<file path="config.mk">
export PLATFORM = sky130hd
export DESIGN_NAME = game_top
export DESIGN_NICKNAME = d
export VERILOG_FILES = /design/src/game_control_pkg.sv /design/src/sprite_geometry_pkg.sv /design/src/collision_detector.sv /design/src/end_of_game_timer.sv /design/src/frame_tick_gen.sv /design/src/game_master_fsm.sv /design/src/game_top.sv /design/src/sprite_mover.sv
export VERILOG_INCLUDE_DIRS = /design/src
export SDC_FILE = /design/constraint.sdc
export NUM_CORES = 1
export LEC_CHECK = 0
export ABC_AREA = 1
export BUFFER_PORTS_ARGS = -buffer_cell sky130_fd_sc_hd__clkbuf_2
export CORE_MARGIN = 1.5
export CORE_UTILIZATION = 35
export CTS_CLUSTER_DIAMETER = 30
export DETAILED_ROUTE_END_ITERATION = 10
export GPL_ROUTABILITY_DRIVEN = 0
export GPL_TIMING_DRIVEN = 0
export MAX_ROUTING_LAYER = met4
export PLACE_DENSITY = 0.63
export SLEW_MARGIN = 0
export SYNTH_ARGS = -nofsm -noshare
export SYNTH_HDL_FRONTEND = slang
export SYNTH_HIERARCHICAL = 1
export SYNTH_SLANG_ARGS = --single-unit
</file>
<file path="constraint.sdc">
create_clock -name clk -period 2.7 [get_ports clk]
set_input_delay 0.27 -clock clk [delete_from_list [all_inputs] [get_ports clk]]
set_output_delay 0.27 -clock clk [all_outputs]
set_load 0.01 [all_outputs]
</file>
<file path="src/game_defines.svh">
`ifndef GAME_DEFINES_SVH
`define GAME_DEFINES_SVH

// Screen and sprite geometry in pixels.
`define SCREEN_WIDTH      64
`define SCREEN_HEIGHT     48
`define COORD_BITS        7     // signed, so one bit more than the screen needs.
`define SPRITE_SIZE       4     // square sprite box, same on both axes.

// Target enters at the left edge and crosses the screen.
`define TARGET_START_X    0
`define TARGET_START_Y    8
`define TARGET_DX         (1)

// Torpedo waits at the bottom until launched, then rises.
`define TORPEDO_START_X   30
`define TORPEDO_START_Y   44
`define TORPEDO_DY        (-1)

// Game pacing in clock cycles.
`define FRAME_CYCLES      4
`define END_TIMER_CYCLES  32

`endif

</file>
<file path="src/game_control_pkg.sv">
`default_nettype none

// Types used between the game master and the blocks it controls.
package game_control_pkg;

    // Round sequence of the game master.
    typedef enum logic [1:0]
    {
        state_start,   // load start positions and target velocity.
        state_aim,     // target moves, waiting for launch.
        state_shoot,   // both sprites move.
        state_end      // result is held while the end timer runs.
    } game_state_t;

    // One-cycle command pulses to a sprite mover.
    typedef struct packed
    {
        logic write_xy;       // load the start position.
        logic write_dxy;      // load the velocity.
        logic enable_update;  // step the position on a frame tick.
    } sprite_ctrl_t;

endpackage

`default_nettype wire

</file>
<file path="src/sprite_geometry_pkg.sv">
`default_nettype none

`include "game_defines.svh"

// Types that describe where a sprite is and how it moves.
package sprite_geometry_pkg;

    // Signed so that a sprite leaving by the left or top edge
    // shows up as a negative coordinate.
    typedef logic signed [`COORD_BITS - 1:0] coord_t;

    typedef logic signed [1:0] velocity_t;  // step per frame, -2 to +1.

    // Top left corner of the sprite box.
    typedef struct packed
    {
        coord_t x;
        coord_t y;
    } sprite_pos_t;

endpackage

`default_nettype wire

</file>
<file path="src/collision_detector.sv">
`timescale 1ns/1ps
`default_nettype none

`include "game_defines.svh"

module collision_detector
(
    input  logic                              clk,
    input  logic                              reset,
    input  sprite_geometry_pkg::sprite_pos_t  target_pos,
    input  sprite_geometry_pkg::sprite_pos_t  torpedo_pos,
    output logic                              collision
);

    int target_x;
    int target_y;
    int torpedo_x;
    int torpedo_y;
    logic overlap_x;
    logic overlap_y;

    assign target_x  = int'(target_pos.x);
    assign target_y  = int'(target_pos.y);
    assign torpedo_x = int'(torpedo_pos.x);
    assign torpedo_y = int'(torpedo_pos.y);

    // Two equal boxes overlap on an axis when each starts before the other ends.
    assign overlap_x = (target_x < torpedo_x + `SPRITE_SIZE) && (torpedo_x < target_x + `SPRITE_SIZE);
    assign overlap_y = (target_y < torpedo_y + `SPRITE_SIZE) && (torpedo_y < target_y + `SPRITE_SIZE);

    always_ff @(posedge clk or posedge reset)
    begin
        if (reset)
            collision <= 1'b0;
        else
            collision <= overlap_x && overlap_y;  // one cycle behind the positions.
    end

endmodule

`default_nettype wire

</file>
<file path="src/end_of_game_timer.sv">
`timescale 1ns/1ps
`default_nettype none

`include "game_defines.svh"

module end_of_game_timer
(
    input  logic clk,
    input  logic reset,
    input  logic start,
    output logic running
);

    typedef logic [$clog2(`END_TIMER_CYCLES + 1) - 1:0] hold_count_t;

    hold_count_t count;

    assign running = (count != '0);

    always_ff @(posedge clk or posedge reset)
    begin
        if (reset)
            count <= '0;
        else if (start)
            count <= hold_count_t'(`END_TIMER_CYCLES);  // a new start reloads the full time.
        else if (running)
            count <= count - 1'b1;
    end

endmodule

`default_nettype wire

</file>
<file path="src/frame_tick_gen.sv">
`timescale 1ns/1ps
`default_nettype none

`include "game_defines.svh"

module frame_tick_gen
(
    input  logic clk,
    input  logic reset,
    output logic frame_tick
);

    localparam int count_bits = (`FRAME_CYCLES > 1) ? $clog2(`FRAME_CYCLES) : 1;

    typedef logic [count_bits - 1:0] frame_count_t;

    frame_count_t count;

    assign frame_tick = (count == frame_count_t'(`FRAME_CYCLES - 1));  // last cycle of the frame.

    always_ff @(posedge clk or posedge reset)
    begin
        if (reset)
            count <= '0;
        else if (frame_tick)
            count <= '0;
        else
            count <= count + 1'b1;
    end

endmodule

`default_nettype wire

</file>
<file path="src/game_master_fsm.sv">
`timescale 1ns/1ps
`default_nettype none

module game_master_fsm
(
    input  logic                            clk,
    input  logic                            reset,
    input  logic                            launch_key,
    output game_control_pkg::sprite_ctrl_t  target_ctrl,
    output game_control_pkg::sprite_ctrl_t  torpedo_ctrl,
    input  logic                            target_within_screen,
    input  logic                            torpedo_within_screen,
    input  logic                            collision,
    input  logic                            timer_running,
    output logic                            timer_start,
    output logic                            game_won
);

    game_control_pkg::game_state_t  state;
    game_control_pkg::game_state_t  state_next;
    game_control_pkg::sprite_ctrl_t target_ctrl_next;
    game_control_pkg::sprite_ctrl_t torpedo_ctrl_next;
    logic timer_start_next;
    logic game_won_next;
    logic sprite_lost;

    assign sprite_lost = !target_within_screen || !torpedo_within_screen;

    always_comb
    begin
        state_next        = state;
        target_ctrl_next  = '0;
        torpedo_ctrl_next = '0;
        timer_start_next  = 1'b0;
        game_won_next     = game_won;

        case (state)
            game_control_pkg::state_start:
            begin
                game_won_next = 1'b0;
                // the write pulses reach the movers a cycle late, so wait until
                // they are out before aiming with the fresh positions.
                if (!target_ctrl.write_xy)
                begin
                    target_ctrl_next.write_xy  = 1'b1;
                    target_ctrl_next.write_dxy = 1'b1;
                    torpedo_ctrl_next.write_xy = 1'b1;
                end
                else
                    state_next = game_control_pkg::state_aim;
            end

            game_control_pkg::state_aim:
            begin
                target_ctrl_next.enable_update = 1'b1;
                // collisions count only once the torpedo is on its way.
                if (sprite_lost)
                begin
                    timer_start_next = 1'b1;
                    state_next       = game_control_pkg::state_end;
                end
                else if (launch_key)
                    state_next = game_control_pkg::state_shoot;
            end

            game_control_pkg::state_shoot:
            begin
                torpedo_ctrl_next.write_dxy     = 1'b1;
                target_ctrl_next.enable_update  = 1'b1;
                torpedo_ctrl_next.enable_update = 1'b1;
                if (collision)
                    game_won_next = 1'b1;
                if (sprite_lost || collision)
                begin
                    timer_start_next = 1'b1;
                    state_next       = game_control_pkg::state_end;
                end
            end

            game_control_pkg::state_end:
            begin
                if (collision)
                    game_won_next = 1'b1;  // a hit seen late still wins the round.
                // timer_start is still out on the first cycle here, before the timer runs.
                if (!timer_running && !timer_start)
                    state_next = game_control_pkg::state_start;
            end
        endcase
    end

    always_ff @(posedge clk or posedge reset)
    begin
        if (reset)
        begin
            state        <= game_control_pkg::state_start;
            target_ctrl  <= '0;
            torpedo_ctrl <= '0;
            timer_start  <= 1'b0;
            game_won     <= 1'b0;
        end
        else
        begin
            state        <= state_next;
            target_ctrl  <= target_ctrl_next;
            torpedo_ctrl <= torpedo_ctrl_next;
            timer_start  <= timer_start_next;
            game_won     <= game_won_next;
        end
    end

endmodule

`default_nettype wire

</file>
<file path="src/game_top.sv">
`timescale 1ns/1ps
`default_nettype none

`include "game_defines.svh"

module game_top
(
    input  logic                              clk,
    input  logic                              reset,
    input  logic                              launch_key,
    output sprite_geometry_pkg::sprite_pos_t  target_pos,
    output sprite_geometry_pkg::sprite_pos_t  torpedo_pos,
    output logic                              game_won,
    output logic                              round_over
);

    game_control_pkg::sprite_ctrl_t target_ctrl;
    game_control_pkg::sprite_ctrl_t torpedo_ctrl;
    logic frame_tick;
    logic target_within_screen;
    logic torpedo_within_screen;
    logic collision;
    logic timer_start;
    logic timer_running;

    assign round_over = timer_running;  // high while the round result is held.

    frame_tick_gen i_frame_tick_gen
    (
        .clk        (clk),
        .reset      (reset),
        .frame_tick (frame_tick)
    );

    sprite_mover
    #(
        .start_x (sprite_geometry_pkg::coord_t'(`TARGET_START_X)),
        .start_y (sprite_geometry_pkg::coord_t'(`TARGET_START_Y)),
        .step_dx (sprite_geometry_pkg::velocity_t'(`TARGET_DX)),
        .step_dy (sprite_geometry_pkg::velocity_t'(0))
    )
    i_target_mover
    (
        .clk           (clk),
        .reset         (reset),
        .ctrl          (target_ctrl),
        .frame_tick    (frame_tick),
        .pos           (target_pos),
        .within_screen (target_within_screen)
    );

    sprite_mover
    #(
        .start_x (sprite_geometry_pkg::coord_t'(`TORPEDO_START_X)),
        .start_y (sprite_geometry_pkg::coord_t'(`TORPEDO_START_Y)),
        .step_dx (sprite_geometry_pkg::velocity_t'(0)),
        .step_dy (sprite_geometry_pkg::velocity_t'(`TORPEDO_DY))
    )
    i_torpedo_mover
    (
        .clk           (clk),
        .reset         (reset),
        .ctrl          (torpedo_ctrl),
        .frame_tick    (frame_tick),
        .pos           (torpedo_pos),
        .within_screen (torpedo_within_screen)
    );

    collision_detector i_collision_detector
    (
        .clk         (clk),
        .reset       (reset),
        .target_pos  (target_pos),
        .torpedo_pos (torpedo_pos),
        .collision   (collision)
    );

    end_of_game_timer i_end_of_game_timer
    (
        .clk     (clk),
        .reset   (reset),
        .start   (timer_start),
        .running (timer_running)
    );

    game_master_fsm i_game_master_fsm
    (
        .clk                   (clk),
        .reset                 (reset),
        .launch_key            (launch_key),
        .target_ctrl           (target_ctrl),
        .torpedo_ctrl          (torpedo_ctrl),
        .target_within_screen  (target_within_screen),
        .torpedo_within_screen (torpedo_within_screen),
        .collision             (collision),
        .timer_running         (timer_running),
        .timer_start           (timer_start),
        .game_won              (game_won)
    );

endmodule

`default_nettype wire

</file>
<file path="src/sprite_mover.sv">
`timescale 1ns/1ps
`default_nettype none

`include "game_defines.svh"

module sprite_mover
#(
    parameter sprite_geometry_pkg::coord_t    start_x = '0,
    parameter sprite_geometry_pkg::coord_t    start_y = '0,
    parameter sprite_geometry_pkg::velocity_t step_dx = '0,
    parameter sprite_geometry_pkg::velocity_t step_dy = '0
)
(
    input  logic                              clk,
    input  logic                              reset,
    input  game_control_pkg::sprite_ctrl_t    ctrl,
    input  logic                              frame_tick,
    output sprite_geometry_pkg::sprite_pos_t  pos,
    output logic                              within_screen
);

    sprite_geometry_pkg::velocity_t vel_dx;
    sprite_geometry_pkg::velocity_t vel_dy;

    // Box edges in full integer range, so the test cannot wrap at the screen border.
    int x_left;
    int y_top;
    logic x_inside;
    logic y_inside;

    assign x_left = int'(pos.x);  // sign extended.
    assign y_top  = int'(pos.y);

    assign x_inside = (x_left >= 0) && (x_left + `SPRITE_SIZE <= `SCREEN_WIDTH);
    assign y_inside = (y_top >= 0) && (y_top + `SPRITE_SIZE <= `SCREEN_HEIGHT);

    assign within_screen = x_inside && y_inside;  // whole box must be visible.

    always_ff @(posedge clk or posedge reset)
    begin
        if (reset)
        begin
            pos.x <= start_x;
            pos.y <= start_y;
        end
        else if (ctrl.write_xy)
        begin
            pos.x <= start_x;
            pos.y <= start_y;
        end
        else if (ctrl.enable_update && frame_tick)
        begin
            // the velocity is signed, so the cast sign extends it.
            pos.x <= pos.x + sprite_geometry_pkg::coord_t'(vel_dx);
            pos.y <= pos.y + sprite_geometry_pkg::coord_t'(vel_dy);
        end
    end

    always_ff @(posedge clk or posedge reset)
    begin
        if (reset)
        begin
            vel_dx <= '0;  // a sprite stands still until told to move.
            vel_dy <= '0;
        end
        else if (ctrl.write_dxy)
        begin
            vel_dx <= step_dx;
            vel_dy <= step_dy;
        end
    end

endmodule

`default_nettype wire

</file>
==> results of run 1 <==
## Yosys cell counts (all sizes together)
master / instances / share of area [%]
a21oi: 21 / 4.0
nand2: 101 / 13
nand3: 26 / 4.7
nor3: 4 / 1.3
a31oi: 1 / 0.20
a22o: 1 / 0.33
o21ai: 18 / 2.9
dfstp: 5 / 4.3
buf: 15 / 3.7
dfrtp: 29 / 24
conb: 2 / 0.25
inv: 76 / 9.3
xnor2: 5 / 1.4
fa: 1 / 0.65
nor2: 35 / 5.1
ha: 45 / 18
or2: 6 / 1.2
nand3b: 3 / 0.74
xor2: 10 / 2.9
nand4: 7 / 1.4
o22ai: 2 / 0.41
## routing by layer
metal	routed length [um]	vias up	global-route usage, %
met1	2900	1163	17.4
met4	44	0	2.78
met5	0	-	-
met3	144	5	1.88
met2	2960	31	24.8
li1	-	1362	-
## cell families (layout without fill, tap and decap cells)
group	Yosys count	after routing	share of synthesized area (%)
other	2	9	0.245
AND/OR/NAND/NOR	182	182	27.4
adder cells (fa/ha/maj)	46	46	19.1
buffers and inverters	91	123	13.0
flip-flops	34	34	28.0
AO/OA/AOI/OAI	43	43	7.94
XOR/XNOR	15	15	4.29
## final cells by class
class / count / area, um2 / area share, %
multi-input cells: 295 / 1830 / 52.6
inverters: 76 / 285 / 8.20
well taps: 105 / 131 / 3.78
plain buffers: 15 / 113 / 3.24
clock buffers: 5 / 68.8 / 1.98
flip-flops and latches: 34 / 857 / 24.6
clock inverters: 3 / 68.8 / 1.98
repair buffers: 24 / 125 / 3.60
## worst min-delay path: cells and delay by family
| family | cells | cell delay [ns] |
|---|---|---|
| buffers and inverters | 3 | 0.77 |
## worst paths after layout
path | startpoint | end | slack, ns | depth (start not counted)
max | i_target_mover/pos[10]$_DFFE_PP0P_ | i_collision_detector/collision$_DFF_PP0_ | 0.57 | 13
min | reset | i_collision_detector/collision$_DFF_PP0_ | 0.42 | 3
max reg2reg | i_target_mover/pos[10]$_DFFE_PP0P_ | i_collision_detector/collision$_DFF_PP0_ | 0.57 | 13
min reg2reg | i_frame_tick_gen/count[0]$_DFF_PP0_ | i_frame_tick_gen/count[0]$_DFF_PP0_ | 0.43 | 1
max in group asynchronous | reset | i_target_mover/pos[3]$_DFFE_PP1P_ | 1.85 | 3
min in group clk | i_frame_tick_gen/count[0]$_DFF_PP0_ | i_frame_tick_gen/count[0]$_DFF_PP0_ | 0.43 | 1
## registers in the layout, summed over array words and instances, names as in the netlist
name                            count
i_target_mover/pos                  8
i_torpedo_mover/pos                 8
i_end_of_game_timer/count           6
i_frame_tick_gen/count              2
i_game_master_fsm/state             2
i_game_master_fsm/target_ctrl       2
i_collision_detector/collision      1
i_game_master_fsm/game_won          1
i_game_master_fsm/timer_start       1
i_game_master_fsm/torpedo_ctrl      1
i_target_mover/vel_dx               1
i_torpedo_mover/vel_dy              1
## metrics by stage
| stage | utilization (%) | power (uW) | instance area [um2] | std cells |
|---|---|---|---|---|
| final | 41.7 | 3110 | 3480 | 557 |
| after global routing | 41.7 | 3450 | 3480 | 557 |
| after CTS | 41.7 | 3140 | 3480 | 557 |
| after detailed placement | 39.9 | 2560 | 3330 | 548 |
| after global placement | 39.9 | 2500 | 3330 | 548 |
| after floorplan | - | 2180 | 3090 | 420 |
## power breakdown
part	leakage, uW	switching [uW]	internal (uW)	total (uW)
combinational	0.00142	956	682	1640
sequential	0.000416	221	688	909
clock	0.0000683	195	370	565
total	0.00190	1370	1740	3110
## repair_timing
| action | 4_1_cts | 5_1_grt |
|---|---|---|
| gates resized for setup | 0 | 0 |
| endpoints found under the setup margin | 0 | 0 |
| hold buffers | 1 | 0 |
| endpoints found under the hold margin | 16 | 0 |
==> impl_metrics.py, run 1 <==
metrics = {
    "timing": {
        "max_freq_mhz": 470,
        "tns_ns": 0,
        "finalHoldViolations": 0,
        "setup_slack_ns": 0.573,
        "finalCriticalPeriod_ns": 2.13,
        "setup_viol": 0,
        "fin_worst_hold_slack_ns": 0.419,
        "maxSlewViolCount": 0,
        "rsz0062_at_grt": "no",
        "finalCritPeriodShare_pct": 78.8,
        "fin_skew_ns": 0.00529,
    },
    "worst_setup_path": {
        "max_stage_delay_ns": 0.56,
        "path_cells": "ha_1 -> nand3_1 -> xor2_1 -> ha_1 -> nand2_1 -> nor2_1 -> nor3_2 -> nand2_1 -> nand2_1 -> nand2_1 -> inv_2 -> nand2_1 -> nor2_2",
        "critical_path_class": "reg -> reg",
        "crit_path_start_kind": "flip-flop",
        "path_common_cell": "nand2_1",
        "worstPathRequired_ns": 2.91,
        "crit_path_end_kind": "flip-flop",
        "arrival_ns": 2.34,
        "path_max_fanout": 11,
        "slowest_stage": "dfrtp_1",
        "cp_num_buf_inv": 1,
        "crit_family": "simple AND/OR/NAND/NOR gates",
    },
    "route": {
        "post_drt_wl_per_cell_um": 10.9,
        "first_pass_iters": 4,
        "first_iter_violations": 46,
        "drc": 0,
        "ant_nets": 0,
        "wl_mm": 6.05,
        "route.vias.total": 2561,
        "viasPerCell": 4.60,
    },
    "floorplan": {
        "die_area_um2": 9310,
        "die_h_um": 96.5,
        "rows": 33,
        "fp.dieW_um": 96.5,
        "io_pins": 33,
        "start_util_pct": 36.7,
        "coreArea_um2": 8340,
    },
    "clock_tree": {
        "cts_tree": "done",
        "clk_latency_ns": 0.28,
        "cts_root_buffer": "clkbuf_8",
        "cts_sinks": 34,
        "cts_setup_buffers": 0,
        "cts_buffers": 5,
        "clk_pin_slew_ns": 0.07,
        "cts_max_level": 2,
        "clockBufferDepth": 2,
    },
    "cells_and_area": {
        "nets": 500,
        "antenna_cells": 0,
        "area_growth_pct": 13.7,
        "nFillCells": 870,
        "drive_above_1_share_pct": 19.0,
        "final_cell_mix": "96 x nand2_1, 67 x inv_1, 45 x ha_1, 29 x dfrtp_1, 27 x nor2_1",
        "layout_commonest_cell": "nand2_1",
    },
    "grt": {
        "grt_pass1_vias": 2439,
        "track_usage_pct": 14.1,
        "grt_start_max_net_pins": 13,
        "antenna_found_initial": 0,
        "grt_first_pass_wirelength_mm": 10.2,
        "gr-total-overflow": 0,
    },
    "placed_design": {
        "hpwl_mm": 4.86,
        "place_worst_setup_slack_ns": 0.570,
        "io_buffers": 23,
    },
    "synthesis": {
        "synthCells": 413,
        "ys_seq_elements": 34,
        "synth.yosys.warnings": 6,
        "synth_area_um2": 3060,
        "synthDistinctLibCells": 31,
        "syn_avg_cell_area_um2": 7.41,
        "yosysSeqAreaShare_pct": 28.0,
    },
    "power_and_ir_drop": {
        "p_leak_uw": 0.00190,
        "ir_drop_uv": 532,
        "power.density_nw_per_um2": 894,
    },
    "flow_run": {
        "cap_violations": 0,
    },
    "run_status": {
        "status": "complete, no violations",
    },
    "min_path": {
        "hp-class": "in -> async",
    },
}
Note: power is estimated with default switching activity, not from simulation.
==> inputs of run 2 (changes only) <==
- ABC_AREA: 1 -> 0
- clock period: 2.7 -> 2 ns (I/O delays scaled with it)
==> run 2 against run 1 <==
Against the previous run: the flow now finishes with violations (negative setup slack); via count down 6.2%; power up 17%; global-route usage is 1.2 points higher; wire length up 3.4%.
==> impl_metrics.py, run 2 <==
metrics = {
    "clock_tree": {
        "clk_latency_ns": 0.29,
        "clockBufferDepth": 2,
        "cts_max_level": 2,
        "cts_sinks": 34,
        "clk_pin_slew_ns": 0.07,
        "cts_tree": "done",
        "cts_buffers": 5,
        "cts_root_buffer": "clkbuf_8",
    },
    "worst_setup_path": {
        "crit_family": "simple AND/OR/NAND/NOR gates",
        "crit_path_start_kind": "flip-flop",
        "arrival_ns": 2.46,
        "slowest_stage": "dfstp_2",
        "crit_path_end_kind": "flip-flop",
        "worstPathRequired_ns": 2.18,
        "critical_path_class": "reg -> reg",
        "path_max_fanout": 5,
        "cp_num_buf_inv": 1,
        "max_stage_delay_ns": 0.60,
        "path_cells": "buf_6 -> nand3_4 -> xnor2_1 -> ha_1 -> a21oi_2 -> nor3b_1 -> or4_4 -> nor4_4",
    },
    "synthesis": {
        "synth.yosys.warnings": 6,
        "yosysSeqAreaShare_pct": 29.2,
        "synth_edf_count": 0,
        "synthTopCellsByCount": "45 x ha_1, 29 x dfrtp_1, 27 x inv_1",
        "ys_seq_elements": 34,
        "synthCells": 315,
        "yosys.area.top_type_share_pct": 24.7,
        "yosysMostFrequentCell": "ha_1",
        "synthTopCellsByArea": "dfrtp_1 25%, ha_1 19%, dfstp_2 4.5%",
        "syn_avg_cell_area_um2": 9.33,
        "synthDistinctLibCells": 63,
        "synth_area_um2": 2940,
        "synthFlopType": "dfrtp_1",
        "async_flop_share_pct": 100,
        "yosys.area.top_type": "dfrtp_1",
    },
    "grt": {
        "grt_pass1_vias": 2402,
        "antenna_found_initial": 0,
        "track_usage_pct": 15.3,
        "grt_start_max_net_pins": 13,
        "grt_first_pass_wirelength_mm": 10.8,
        "gr-total-overflow": 0,
    },
    "route": {
        "viasPerCell": 5.05,
        "first_pass_iters": 4,
        "route.vias.total": 2402,
        "first_iter_violations": 67,
        "wl_mm": 6.26,
        "post_drt_wl_per_cell_um": 13.1,
        "ant_nets": 0,
        "drc": 0,
    },
    "floorplan": {
        "io_pins": 33,
        "die_h_um": 94.6,
        "coreArea_um2": 8180,
        "rows": 33,
        "start_util_pct": 35.9,
        "fp.dieW_um": 94.6,
        "die_area_um2": 8950,
    },
    "cells_and_area": {
        "nets": 419,
        "final_area_um2": 3550,
        "top_regs": "i_target_mover/pos (8), i_torpedo_mover/pos (8), i_end_of_game_timer/count (6)",
        "fin_cells": 476,
        "drive_above_1_share_pct": 30.7,
        "antenna_cells": 0,
        "final_cell_mix": "43 x ha_1, 29 x buf_4, 24 x inv_1, 23 x dfrtp_1, 23 x clkbuf_2",
        "layout_commonest_cell": "ha_1",
        "area_growth_pct": 20.8,
    },
    "min_path": {
        "hp-class": "in -> async",
    },
    "power_and_ir_drop": {
        "ir_drop_uv": 466,
        "p_leak_uw": 0.00160,
        "power.total_uw": 3650,
        "power.density_nw_per_um2": 1030,
    },
    "placed_design": {
        "hpwl_mm": 4.76,
        "placed_cell_area_um2": 3240,
        "io_buffers": 23,
        "dp_cells": 450,
    },
    "run_status": {
        "violations": "negative setup slack",
        "status": "complete, but fails checks",
    },
    "timing": {
        "finalCritPeriodShare_pct": 114,
        "maxSlewViolCount": 0,
        "finalHoldViolations": 0,
        "max_freq_mhz": 439,
        "setup_viol": 1,
        "finalCriticalPeriod_ns": 2.28,
        "setup_slack_ns": -0.278,
        "fin_skew_ns": 0.0101,
        "rsz0062_at_grt": "yes",
    },
    "flow_run": {
        "cap_violations": 0,
    },
}
==> run 2: changes by cell type after synthesis, moves of 4 or more <==
| cell | previous run | this run |
|---|---|---|
| nor3b_1 | 0 | 5 |
| nor2_2 | 7 | 0 |
| nand3_1 | 25 | 13 |
| nor3_2 | 4 | 0 |
| nand2b_1 | 0 | 8 |
| nand2_1 | 96 | 13 |
| inv_2 | 9 | 2 |
| inv_1 | 67 | 27 |
| nor2_1 | 27 | 22 |
| a211o_1 | 0 | 5 |
==> run 2: worst min-delay path, cell delays in order <==
cell and delay (ns):
dlygate4sd3_1 0.53, clkbuf_2 0.16, inv_1 0.07
==> run 2: stage by stage <==
step                hold slack (ns)  setup slack, ns  setup TNS [ns]  utilization, %
floorplan                   -0.0713           -0.209          -0.209               -
global placement             0.0999           -0.417          -0.630            39.7
detailed placement            0.104           -0.391          -0.635            39.7
CTS                           0.354           -0.335          -0.340            42.5
global route                  0.375           -0.386          -0.448            43.4
finish                        0.357           -0.278          -0.278            43.4
==> run 2: kinds of logic after synthesis <==
kind of cell	after synthesis	share of synthesized area (%)
adder cells (fa/ha/maj)	46	19.8
XOR/XNOR	16	4.77
buffers and inverters	46	7.79
AO/OA/AOI/OAI	65	15.2
AND/OR/NAND/NOR	99	20.1
other	2	0.256
multiplexers	7	2.81
flip-flops	34	29.2
==> run 2: path summary, 6_finish.rpt <==
kind                                                startpoint                                  endpoint  slack [ns]  cells past startpoint
max reg2reg                i_torpedo_mover/pos[11]$_DFFE_PP1P_  i_collision_detector/collision$_DFF_PP0_       -0.28                      8
min in group clk           i_frame_tick_gen/count[0]$_DFF_PP0_       i_frame_tick_gen/count[0]$_DFF_PP0_        0.43                      1
min reg2reg                i_frame_tick_gen/count[0]$_DFF_PP0_       i_frame_tick_gen/count[0]$_DFF_PP0_        0.43                      1
max                        i_torpedo_mover/pos[11]$_DFFE_PP1P_  i_collision_detector/collision$_DFF_PP0_       -0.28                      8
max in group asynchronous                                reset        i_torpedo_mover/pos[2]$_DFFE_PP1P_        1.22                      3
min                                                      reset  i_collision_detector/collision$_DFF_PP0_        0.36                      3
==> run 2: timing repair <==
action                                  CTS  global route
hold endpoints to repair                 29             0
endpoints found under the setup margin    4             4
cloned                                    0             0
gates resized for setup                   8             7
hold buffers                              1             0
buffers inserted                         11             6
pin swaps                                 3             6
==> run 2: area by class of cell <==
class	count	area [um2]
multi-input cells	242	1950
clock inverters	3	45.0
inverters	29	109
plain buffers	17	131
flip-flops and latches	34	865
clock buffers	5	68.8
fillers	819	4630
well taps	105	131
repair buffers	41	253
==> run 2: routing by layer <==
| metal | GRT usage (%) | wire (um) | up-vias |
|---|---|---|---|
| met1 | 18.5 | 2880 | 1144 |
| met5 | - | 0 | - |
| met3 | 1.29 | 146 | 6 |
| met2 | 27.3 | 3150 | 37 |
| met4 | 4.10 | 75 | 0 |
| li1 | - | - | 1215 |
==> run 2: power by group <==
group | internal [uW] | switching, uW
logic | 901 | 919
clock network | 371 | 260
registers | 906 | 295
